[config.mk]
export PLATFORM = sky130hd
export DESIGN_NAME = mipsCore
export DESIGN_NICKNAME = d
export VERILOG_FILES = /design/src/logic/isaPkg.sv /design/src/logic/pipePkg.sv /design/src/logic/stageReg.sv /design/src/logic/decodeStage.sv /design/src/logic/executeStage.sv /design/src/logic/hazardUnit.sv /design/src/logic/mipsCore.sv
export VERILOG_INCLUDE_DIRS = /design/src /design/src/include
export SDC_FILE = /design/constraint.sdc
export NUM_CORES = 2
export LEC_CHECK = 0
export BUFFER_PORTS_ARGS = -buffer_cell sky130_fd_sc_hd__buf_2
export CELL_PAD_IN_SITES_DETAIL_PLACEMENT = 0
export CELL_PAD_IN_SITES_GLOBAL_PLACEMENT = 1
export CORE_AREA = 5 5 411 413
export CTS_CLUSTER_SIZE = 10
export DETAILED_ROUTE_END_ITERATION = 10
export DIE_AREA = 0 0 416 418
export PLACE_DENSITY_LB_ADDON = 0.1
export SYNTH_ARGS = -nofsm -noshare
export SYNTH_HDL_FRONTEND = slang
export SYNTH_HIERARCHICAL = 1
export SYNTH_SLANG_ARGS = --single-unit
export TNS_END_PERCENT = 50
[constraint.sdc]
create_clock -name clk -period 15 [get_ports clk]
set_input_delay 2.25 -clock clk [delete_from_list [all_inputs] [get_ports clk]]
set_output_delay 2.25 -clock clk [all_outputs]
set_load 0.01 [all_outputs]
[src/include/mipsCore_settings.svh]
// ==========================================================
// core sizing; the field slicing in decode assumes the
// 32-bit MIPS encoding, so DATA_W stays at 32
// ==========================================================
`ifndef MIPSCORE_SETTINGS_SVH
`define MIPSCORE_SETTINGS_SVH

// datapath and register file
`define DATA_W     32
`define REG_COUNT  32
// first fetch address and instruction ROM size in words
`define RESET_PC   32'h0000_0000
`define IMEM_DEPTH 64

`endif

[src/logic/isaPkg.sv]
// ==========================================================
// MIPS subset encodings: R-type add/sub/and/or/slt, addi,
// lw, sw, beq and j only; anything else decodes as a nop
// ==========================================================
`include "mipsCore_settings.svh"

package isaPkg;

	typedef logic [`DATA_W-1:0] instrT;
	typedef logic [5:0] opcodeT;

	// primary opcodes, instr[31:26]
	localparam opcodeT opRtype = 6'b000000;
	localparam opcodeT opJ     = 6'b000010;
	localparam opcodeT opBeq   = 6'b000100;
	localparam opcodeT opAddi  = 6'b001000;
	localparam opcodeT opLw    = 6'b100011;
	localparam opcodeT opSw    = 6'b101011;

	// funct field of R-type, instr[5:0]
	localparam opcodeT fnAdd = 6'b100000;
	localparam opcodeT fnSub = 6'b100010;
	localparam opcodeT fnAnd = 6'b100100;
	localparam opcodeT fnOr  = 6'b100101;
	localparam opcodeT fnSlt = 6'b101010;

	// bit 2 set means the second operand is negated
	typedef enum logic [2:0] {
		aluAnd = 3'b000,
		aluOr  = 3'b001,
		aluAdd = 3'b010,
		aluSub = 3'b110,
		aluSlt = 3'b111
	} aluOpE;

	// all-zero word is a nop with every write enable low
	typedef struct packed {
		logic  regWrite;
		logic  memToReg;
		logic  memWrite;
		logic  aluSrc;
		logic  branch;
		logic  jump;
		aluOpE aluOp;
		logic  regDst;
	} ctrlT;

endpackage

[src/logic/pipePkg.sv]
// ==========================================================
// pipeline register payloads and the data memory request;
// an all-zero payload is always a harmless bubble
// ==========================================================
`include "mipsCore_settings.svh"

package pipePkg;
	import isaPkg::*;

	localparam int RegIdxW = $clog2(`REG_COUNT);

	typedef logic [RegIdxW-1:0] regIdxT;
	typedef logic [`DATA_W-1:0] wordT;

	// fetch to decode
	typedef struct packed {
		logic  valid;
		instrT instr;
		wordT  pcPlus4;
	} ifIdT;

	// decode to execute
	// opA and opB are register file values before EX forwarding
	typedef struct packed {
		logic   valid;
		ctrlT   ctrl;
		regIdxT rs;
		regIdxT rt;
		regIdxT dst;
		wordT   opA;
		wordT   opB;
		wordT   imm;
	} idExT;

	// execute to memory
	typedef struct packed {
		logic   valid;
		ctrlT   ctrl;
		regIdxT dst;
		wordT   aluResult;
		wordT   storeData;
	} exMemT;

	// memory to write-back, only the write-back controls survive
	typedef struct packed {
		logic   valid;
		logic   regWrite;
		logic   memToReg;
		regIdxT dst;
		wordT   aluResult;
		wordT   loadData;
	} memWbT;

	// word access only, write lands on the next rising edge
	typedef struct packed {
		logic we;
		wordT addr;
		wordT wdata;
	} dmemReqT;

	typedef enum logic [1:0] {
		fwdNone = 2'b00,
		fwdWb   = 2'b01,
		fwdMem  = 2'b10
	} fwdSelE;

endpackage

[src/logic/stageReg.sv]
// ==========================================================
// generic pipeline register; flush beats stall, and both
// reset and flush load an all-zero bubble
// ==========================================================
`timescale 1ns/1ps

module stageReg #(
	parameter type payloadT = logic
) (
	input  logic    clk,
	input  logic    rstN,
	input  logic    stall,
	input  logic    flush,
	input  payloadT d,
	output payloadT q
);

	always_ff @(posedge clk) begin
		// zero payload means valid low and every enable low
		if (!rstN || flush) begin
			q <= '0;
		end else if (!stall) begin
			q <= d;
		end
		// stall without flush keeps the current instruction
	end

endmodule

[src/logic/decodeStage.sv]
// ==========================================================
// decode with register file; write-back data bypasses to
// same-cycle reads, beq and j resolve here
// ==========================================================
`timescale 1ns/1ps
`include "mipsCore_settings.svh"

module decodeStage
	import isaPkg::*;
	import pipePkg::*;
(
	input  logic   clk,
	input  logic   rstN,
	input  ifIdT   ifId,
	input  logic   wbWrite,
	input  regIdxT wbReg,
	input  wordT   wbData,
	input  wordT   memResult,
	input  logic   fwdA,
	input  logic   fwdB,
	output idExT   idEx,
	output wordT   pcTarget,
	output logic   redirect,
	output regIdxT rs,
	output regIdxT rt,
	output logic   isBranch
);

	wordT   regs [`REG_COUNT];
	instrT  instr;
	opcodeT opcode;
	opcodeT funct;
	regIdxT rd;
	ctrlT   ctrl;
	wordT   rdA;
	wordT   rdB;
	wordT   cmpA;
	wordT   cmpB;
	wordT   signImm;
	wordT   branchTarget;
	wordT   jumpTarget;

	assign instr  = ifId.instr;
	assign opcode = instr[31:26];
	assign funct  = instr[5:0];
	assign rs     = instr[25:21];
	assign rt     = instr[20:16];
	assign rd     = instr[15:11];

	// register file, written on the same edge as the rest of the core
	always_ff @(posedge clk) begin
		if (!rstN) begin
			for (int i = 0; i < `REG_COUNT; i++) begin
				regs[i] <= '0;
			end
		end else if (wbWrite && wbReg != '0) begin
			regs[wbReg] <= wbData;
		end
	end

	// r0 reads zero, otherwise a same-cycle write wins over the array
	assign rdA = (rs == '0) ? '0 : (wbWrite && wbReg == rs) ? wbData : regs[rs];
	assign rdB = (rt == '0) ? '0 : (wbWrite && wbReg == rt) ? wbData : regs[rt];

	always_comb begin
		ctrl = '0;
		case (opcode)
			opRtype: begin
				ctrl.regWrite = 1'b1;
				ctrl.regDst   = 1'b1;
				case (funct)
					fnAdd:   ctrl.aluOp = aluAdd;
					fnSub:   ctrl.aluOp = aluSub;
					fnAnd:   ctrl.aluOp = aluAnd;
					fnOr:    ctrl.aluOp = aluOr;
					fnSlt:   ctrl.aluOp = aluSlt;
					// unsupported funct, incl. sll nop, writes nothing
					default: ctrl.regWrite = 1'b0;
				endcase
			end
			opAddi: begin
				ctrl.regWrite = 1'b1;
				ctrl.aluSrc   = 1'b1;
				ctrl.aluOp    = aluAdd;
			end
			opLw: begin
				ctrl.regWrite = 1'b1;
				ctrl.memToReg = 1'b1;
				ctrl.aluSrc   = 1'b1;
				ctrl.aluOp    = aluAdd;
			end
			opSw: begin
				ctrl.memWrite = 1'b1;
				ctrl.aluSrc   = 1'b1;
				ctrl.aluOp    = aluAdd;
			end
			opBeq: begin
				ctrl.branch = 1'b1;
				ctrl.aluOp  = aluSub;
			end
			opJ: begin
				ctrl.jump = 1'b1;
			end
			default: begin
				ctrl = '0;
			end
		endcase
		// bubble in IF/ID must not act
		if (!ifId.valid) begin
			ctrl = '0;
		end
	end

	assign signImm      = {{(`DATA_W - 16){instr[15]}}, instr[15:0]};
	assign branchTarget = ifId.pcPlus4 + (signImm << 2);
	assign jumpTarget   = {ifId.pcPlus4[31:28], instr[25:0], 2'b00};

	// comparator sees the EX/MEM result one cycle before write-back
	assign cmpA = fwdA ? memResult : rdA;
	assign cmpB = fwdB ? memResult : rdB;

	assign isBranch = ctrl.branch;
	assign redirect = ctrl.jump || (ctrl.branch && cmpA == cmpB);
	assign pcTarget = ctrl.jump ? jumpTarget : branchTarget;

	always_comb begin
		idEx.valid = ifId.valid;
		idEx.ctrl  = ctrl;
		idEx.rs    = rs;
		idEx.rt    = rt;
		// R-type writes rd, addi and lw write rt
		idEx.dst   = ctrl.regDst ? rd : rt;
		idEx.opA   = rdA;
		idEx.opB   = rdB;
		idEx.imm   = signImm;
	end

endmodule

[src/logic/executeStage.sv]
// ==========================================================
// execute: forwarding muxes and ALU; slt is signed and the
// EX/MEM forward is assumed never to be load data
// ==========================================================
`timescale 1ns/1ps

module executeStage
	import isaPkg::*;
	import pipePkg::*;
(
	input  idExT   idEx,
	input  fwdSelE fwdA,
	input  fwdSelE fwdB,
	input  wordT   memResult,
	input  wordT   wbResult,
	output exMemT  exMem
);

	wordT srcA;
	wordT regB;
	wordT srcB;
	wordT aluOut;

	// newer producer sits in memory, older one in write-back
	function automatic wordT pickOperand(fwdSelE sel, wordT regVal, wordT memVal,
			wordT wbVal);
		case (sel)
			fwdMem:  return memVal;
			fwdWb:   return wbVal;
			default: return regVal;
		endcase
	endfunction

	assign srcA = pickOperand(fwdA, idEx.opA, memResult, wbResult);
	assign regB = pickOperand(fwdB, idEx.opB, memResult, wbResult);
	// immediate for addi, lw and sw address
	assign srcB = idEx.ctrl.aluSrc ? idEx.imm : regB;

	always_comb begin
		case (idEx.ctrl.aluOp)
			aluAnd:  aluOut = srcA & srcB;
			aluOr:   aluOut = srcA | srcB;
			aluAdd:  aluOut = srcA + srcB;
			aluSub:  aluOut = srcA - srcB;
			aluSlt:  aluOut = wordT'($signed(srcA) < $signed(srcB));
			default: aluOut = srcA + srcB;
		endcase
	end

	always_comb begin
		exMem.valid     = idEx.valid;
		exMem.ctrl      = idEx.ctrl;
		exMem.dst       = idEx.dst;
		exMem.aluResult = aluOut;
		// sw stores the forwarded rt, not the immediate
		exMem.storeData = regB;
	end

endmodule

[src/logic/hazardUnit.sv]
// ==========================================================
// forwarding selects and stall decision; register 0 never
// forwards, rs/rt of a j may cause a harmless extra stall
// ==========================================================
`timescale 1ns/1ps

module hazardUnit
	import pipePkg::*;
(
	input  regIdxT rs,
	input  regIdxT rt,
	input  logic   isBranch,
	input  idExT   idEx,
	input  exMemT  exMem,
	input  memWbT  memWb,
	output logic   fwdDecA,
	output logic   fwdDecB,
	output fwdSelE fwdExA,
	output fwdSelE fwdExB,
	output logic   stallFront,
	output logic   bubbleEx
);

	logic exWrites;
	logic loadInEx;
	logic loadInMem;

	// true when a writing stage targets the given source register
	function automatic logic hits(logic wr, regIdxT dst, regIdxT src);
		return wr && dst != '0 && dst == src;
	endfunction

	function automatic fwdSelE exSource(regIdxT src, exMemT mem, memWbT wb);
		if (hits(mem.ctrl.regWrite, mem.dst, src)) begin
			return fwdMem;
		end
		if (hits(wb.regWrite, wb.dst, src)) begin
			return fwdWb;
		end
		return fwdNone;
	endfunction

	assign fwdExA = exSource(idEx.rs, exMem, memWb);
	assign fwdExB = exSource(idEx.rt, exMem, memWb);

	// decode comparator takes ALU results only, loads stall instead
	assign fwdDecA = hits(exMem.ctrl.regWrite && !exMem.ctrl.memToReg, exMem.dst, rs);
	assign fwdDecB = hits(exMem.ctrl.regWrite && !exMem.ctrl.memToReg, exMem.dst, rt);

	assign exWrites = hits(idEx.ctrl.regWrite, idEx.dst, rs)
		|| hits(idEx.ctrl.regWrite, idEx.dst, rt);
	assign loadInEx  = idEx.ctrl.memToReg && exWrites;
	assign loadInMem = exMem.ctrl.memToReg
		&& (hits(exMem.ctrl.regWrite, exMem.dst, rs)
		|| hits(exMem.ctrl.regWrite, exMem.dst, rt));

	// load-use, or a beq whose operand is not yet visible in decode
	assign stallFront = loadInEx || (isBranch && (exWrites || loadInMem));
	assign bubbleEx   = stallFront;

endmodule

[src/logic/mipsCore.sv]
// ==========================================================
// five-stage MIPS core; instruction and data memories are
// external and answer combinationally, no handshake
// ==========================================================
`timescale 1ns/1ps
`include "mipsCore_settings.svh"

module mipsCore
	import pipePkg::*;
(
	input  logic    clk,
	input  logic    rstN,
	output wordT    imemAddr,
	input  wordT    imemData,
	output dmemReqT dmemReq,
	input  wordT    dmemRdata
);

	wordT   pc;
	wordT   pcPlus4;
	wordT   pcNext;
	wordT   pcTarget;
	wordT   wbResult;
	ifIdT   ifIdD;
	ifIdT   ifIdQ;
	idExT   idExD;
	idExT   idExQ;
	exMemT  exMemD;
	exMemT  exMemQ;
	memWbT  memWbD;
	memWbT  memWbQ;
	regIdxT rs;
	regIdxT rt;
	logic   redirect;
	logic   isBranch;
	logic   fwdDecA;
	logic   fwdDecB;
	fwdSelE fwdExA;
	fwdSelE fwdExB;
	logic   stallFront;
	logic   bubbleEx;
	logic   flushIfId;

	always_ff @(posedge clk) begin
		if (!rstN) begin
			pc <= `RESET_PC;
		end else if (!stallFront) begin
			pc <= pcNext;
		end
	end

	assign pcPlus4  = pc + 32'd4;
	assign pcNext   = redirect ? pcTarget : pcPlus4;
	assign imemAddr = pc;

	// a stalled branch has stale operands, so its redirect waits
	assign flushIfId = redirect && !stallFront;

	assign ifIdD = '{valid: 1'b1, instr: imemData, pcPlus4: pcPlus4};

	stageReg #(.payloadT(ifIdT)) uIfId (
		.clk(clk), .rstN(rstN), .stall(stallFront), .flush(flushIfId),
		.d(ifIdD), .q(ifIdQ)
	);

	decodeStage uDecode (
		.clk(clk), .rstN(rstN), .ifId(ifIdQ),
		.wbWrite(memWbQ.regWrite), .wbReg(memWbQ.dst), .wbData(wbResult),
		.memResult(exMemQ.aluResult), .fwdA(fwdDecA), .fwdB(fwdDecB),
		.idEx(idExD), .pcTarget(pcTarget), .redirect(redirect),
		.rs(rs), .rt(rt), .isBranch(isBranch)
	);

	hazardUnit uHazard (
		.rs(rs), .rt(rt), .isBranch(isBranch),
		.idEx(idExQ), .exMem(exMemQ), .memWb(memWbQ),
		.fwdDecA(fwdDecA), .fwdDecB(fwdDecB), .fwdExA(fwdExA), .fwdExB(fwdExB),
		.stallFront(stallFront), .bubbleEx(bubbleEx)
	);

	// ID/EX never holds, a stall only turns it into a bubble
	stageReg #(.payloadT(idExT)) uIdEx (
		.clk(clk), .rstN(rstN), .stall(1'b0), .flush(bubbleEx),
		.d(idExD), .q(idExQ)
	);

	executeStage uExecute (
		.idEx(idExQ), .fwdA(fwdExA), .fwdB(fwdExB),
		.memResult(exMemQ.aluResult), .wbResult(wbResult), .exMem(exMemD)
	);

	stageReg #(.payloadT(exMemT)) uExMem (
		.clk(clk), .rstN(rstN), .stall(1'b0), .flush(1'b0),
		.d(exMemD), .q(exMemQ)
	);

	// memory stage drives the data port straight from EX/MEM
	assign dmemReq = '{we: exMemQ.ctrl.memWrite, addr: exMemQ.aluResult,
		wdata: exMemQ.storeData};

	assign memWbD = '{valid: exMemQ.valid, regWrite: exMemQ.ctrl.regWrite,
		memToReg: exMemQ.ctrl.memToReg, dst: exMemQ.dst,
		aluResult: exMemQ.aluResult, loadData: dmemRdata};

	stageReg #(.payloadT(memWbT)) uMemWb (
		.clk(clk), .rstN(rstN), .stall(1'b0), .flush(1'b0),
		.d(memWbD), .q(memWbQ)
	);

	// write-back select, also the older forwarding source
	assign wbResult = memWbQ.memToReg ? memWbQ.loadData : memWbQ.aluResult;

endmodule

Word level (Yosys, flattened, before mapping)

Memories as Yosys holds them, arrays and structs flattened. A register that Yosys moved wholly into a read port is not among the register bits.
Cells that the tools add are included.

Register bits: 342
Memory bits (writable): 1024
Word-level logic and storage cells: 157
Memories: 1

Magnitude comparators: 1
Equality and inequality tests: 28
Add/subtract/negate cells: 4
Reduce and logical (&&, ||, !) cells: 44
Bitwise operators: 3
Multiplexer cells: 50

Memory list:

| name         | words | width | read ports | clocked after Yosys merged registers in | write ports | line              | source |
|---|---|---|---|---|---|---|---|
| uDecode.regs | 32    | 32    | 2          | 2                                       | 32          | decodeStage.sv:29 | `` wordT regs [`REG_COUNT]; `` |

Operators with widths:

| operator                                                        | number |
|---|---|
| 32-bit two-way mux                                              | 11 |
| 32-bit one-hot mux with 2 select lines                          | 2 |
| 32-bit one-hot mux with 4 select lines                          | 1 |
| 32-bit adder                                                    | 2 |
| 5-bit == test                                                   | 10 |
| 6-bit == test, second input constant                            | 7 |
| 32-bit by 3-bit adder with 32-bit output, second input constant | 1 |
| 32-bit AND                                                      | 1 |
| 32-bit == test                                                  | 1 |
| 32-bit < comparator                                             | 1 |
| 32-bit OR                                                       | 1 |
| 32-bit OR reduction                                             | 1 |
| 32-bit subtractor                                               | 1 |
| 5-bit two-way mux                                               | 6 |
| 1-bit logical AND                                               | 22 |
| 1-bit two-way mux                                               | 18 |
| 2-bit two-way mux                                               | 8 |
| 5-bit nonzero test                                              | 3 |
| 3-bit one-hot mux with 4 select lines                           | 1 |
| 5-bit zero test                                                 | 2 |
| 3-bit one-hot mux with 3 select lines                           | 1 |
| 1-bit logical OR                                                | 7 |
| 3-bit == test, second input constant                            | 2 |
| 6-bit by 2-bit == test with 1-bit output, second input constant | 1 |
| other kinds (14)                                                | 19 |

Longest topological paths before layout

Depth in word-level cells: 12
Gate-level depth with buffers: 25

Modules after synthesis

Netlist, hierarchy kept.

By module, submodules not included:

| module             | instances | cells an instance | area each (µm²) | sequential area each (µm²) |
|---|---|---|---|---|
| decodeStage        | 1         | 4382              | 59042.9         | 30749.5 |
| executeStage       | 1         | 1162              | 6892.9          | 0.0 |
| stageReg at uIdEx  | 1         | 395               | 4365.4          | 2442.3 |
| mipsCore           | 1         | 379               | 2902.8          | 640.6 |
| stageReg at uExMem | 1         | 259               | 2884.0          | 1601.5 |
| stageReg at uMemWb | 1         | 233               | 2595.0          | 1441.4 |
| stageReg at uIfId  | 1         | 210               | 2354.8          | 1301.2 |
| hazardUnit         | 1         | 74                | 581.8           | 0.0 |

Least setup slack after synthesis

Ideal clock, no wire load.

Kind: input-to-reg
Start point: input port rstN
End point: memory uDecode/regs[14][0] (netlist bit) (enable)
Path slack: 9.287 ns
Required time: 14.534 ns
Stages: 6
Buffers on the path: 2
Arrival: 5.247 ns
Cells stage by stage: nand2_1 -> nor2_1 -> nand2_1 -> clkbuf_1 -> clkbuf_1 -> o21ai_0

RTL lines:

| element            | line              | source |
|---|---|---|
| start: declaration | mipsCore.sv:12    | `input logic rstN,` |
| end: declaration   | decodeStage.sv:29 |  |

==> results.toml <==
[critical_path]
crit_top_cell = "nor2_1"
required_ns = 15.67
cpLargestDelayFamily = "buffers and inverters"
critPathCaptureType = "register"
max_stage_delay_ns = 0.80
crit_chain = "buf_12 -> buf_12 -> mux4_2 -> a22oi_1 -> nand4_1 -> nor2_1 -> nor3_1 -> xor2_1 -> nor3_1 -> nor4b_1 -> o2111a_1 -> o211ai_1 -> o31ai_4 -> buf_4 -> inv_1 -> nor2_1 -> nand2b_2 -> buf_4 -> nor2_1"
worstSetupPathType = "reg2reg"
path_buf_inv = 5
path_max_fanout = 89
worst_ep_arrival_time_ns = 9.39
start_kind = "register"
cpMaxStageDelayCell = "dfxtp_4"

[route]
drt-total-wl_um = 302000
ant_nets = 0
drt_pass1_iterations = 6
drcViolationCount = 0
drt_iter0_markers = 7737
via_per_inst = 6.62
vias = 60600
wl_per_cell_um = 32.9

[sta]
setup_viol_count_final = 0
maxSlewHeadroom_pct = 7.39
hold_viol = 0
period_minus_slack_ns = 8.72
skew_ns = 0.0328
slew_viol_final = 0
rsz0062_at_grt = "false"
hold_slack_ns = 0.496
worstMarginPinSlew_ns = 1.38
setup_tns_ns = 0
setup_ws_ns = 6.28
timing.final.crit_share_pct = 58.2
clock.fmax_mhz = 115

[power]
ir_worst_vdd_v = 0.000136
swShare_pct = 27.2
p_sw_mw = 2.55
p_leak_nw = 31.2
power_frac_seq_pct = 46.4
p_int_mw = 6.82
power.share.combinational_pct = 14.3
clock_power_share_pct = 39.3
pwr_density_cell_nw_per_um2 = 107
power_mw = 9.37

[layout]
finalNetCount = 7091
design_area_um2 = 87600
area_growth_pct = 7.99
drive_gt1_share_pct = 17.2

[placed_design]
dpl-instance-area_um2 = 82900
dp_hpwl_um = 195000
gp_congestion = 0.902
io_buffers = 162
pre_cts_slack_ns = 6.47

[job]
maxCapViolCount = 0

[clocking]
clock_latency_ns = 0.83
path_clk_slew_ns = 0.06
cts_tree = "done"
ctsHoldBuffers = 0
cts_buffer_depth = 3
htreeDepth = 4
cts.sinks = 1382
cts_setup_buffers = 0
post_cts_resized = 0
cts_inserted_buffers = 164
cts_root_buf = "clkbuf_16"

[global_route]
track_usage_pct = 33.9
grt_pass1_vias = 58400
grt_pass1_wl_um = 430000
antenna_found_initial = 9
grt.overflow.total = 0
grt_max_degree = 119

[floorplanning]
rows = 149
fp.dieW_um = 416
initial_core_util_pct = 49.3
fp.dieH_um = 418
core_area_um2 = 164000
die_area_um2 = 174000
ios = 163

[logic_synthesis]
avgSynthCellArea_um2 = 11.5
synth_area_um2 = 81100
ys.warnings.count = 6
synthCells = 7045

[status]
status = "finished clean"

[worst_hold_path]
hold_path.class = "reg2reg"
## worst reg2reg max path, stage by stage, from the launching register on
cell and delay, ns:
dfxtp_4 0.80, buf_12 0.63, buf_12 0.91, mux4_2 0.70, a22oi_1 0.42, nand4_1 0.49
nor2_1 0.23, nor3_1 0.12, xor2_1 0.17, nor3_1 0.21, nor4b_1 0.47, o2111a_1 0.25
o211ai_1 0.14, o31ai_4 0.28, buf_4 0.56, inv_1 0.44, nor2_1 0.65, nand2b_2 0.33
buf_4 0.57, nor2_1 0.18
## worst paths after layout
kind                     from          end  slack [ns]  cells past startpoint
hold reg to reg    uIfId/q[1]   uIfId/q[1]        0.50                      2
setup / recovery  uIfId/q[53]  uIfId/q[37]        6.28                     19
hold / removal     uIfId/q[1]   uIfId/q[1]        0.50                      2
setup reg to reg  uIfId/q[53]  uIfId/q[37]        6.28                     19
## layout make-up
| cell class | count | area, um^2 |
|---|---|---|
| inverter | 206 | 773 |
| clock buffer | 224 | 4520 |
| tap | 2189 | 2740 |
| multi-input combinational | 4780 | 39000 |
| sequential | 1382 | 37900 |
| clock inverter | 19 | 196 |
| fill | 14200 | 76800 |
| antenna | 6 | 15.0 |
| timing repair buffer | 358 | 2360 |
## registers in the layout, summed over array words and instances (netlist names)
register	flops
uMemWb/q	71
uIdEx/q	118
imemAddr	32
uDecode/regs	1024
uExMem/q	72
uIfId/q	65
## cell usage in the layout, fill, tap and decap left out, types with 38 or more instances in the layout
master     instances
clkbuf_1          48
xnor2_1           89
a22oi_1          178
inv_1            197
and2_1           697
a21oi_1          249
edfxtp_1        1024
nand2_1          304
o21ai_0          188
nor2_1           592
mux2_2            39
ha_1             128
mux2i_1          469
nor3_1           384
clkbuf_16        170
o22ai_1           97
a211oi_1          40
buf_2            161
o211ai_1          40
buf_4            191
nand3_1           67
conb_1            38
dfxtp_1          345
xor2_1            68
mux4_2           460
## per-layer routing
metal	global-route usage, %	up-vias	share of wire (%)
met2	53.8	3417	46
met1	44.8	30700	39
met3	7.42	663	10
li1	-	25900	-
met4	15.5	0	5.2
met5	0	-	0
## power by group through the flow
stage / Sequential (mW) / Clock, mW / Combinational (mW)
finish: 4.35 / 3.69 / 1.34
global route: 4.36 / 3.90 / 1.40
CTS: 4.34 / 3.74 / 1.30
detailed placement: 4.42 / 0 / 1.30
global placement: 4.41 / 0 / 1.29
floorplan: 4.38 / 0 / 0.893
## metrics by stage
stage	cells	util, %
floorplan	7080	-
global placement	8915	50.4
detailed placement	8915	50.4
CTS	9158	53.3
global route	9158	53.3
finish	9164	53.3
(Power assumes the default switching activity.)
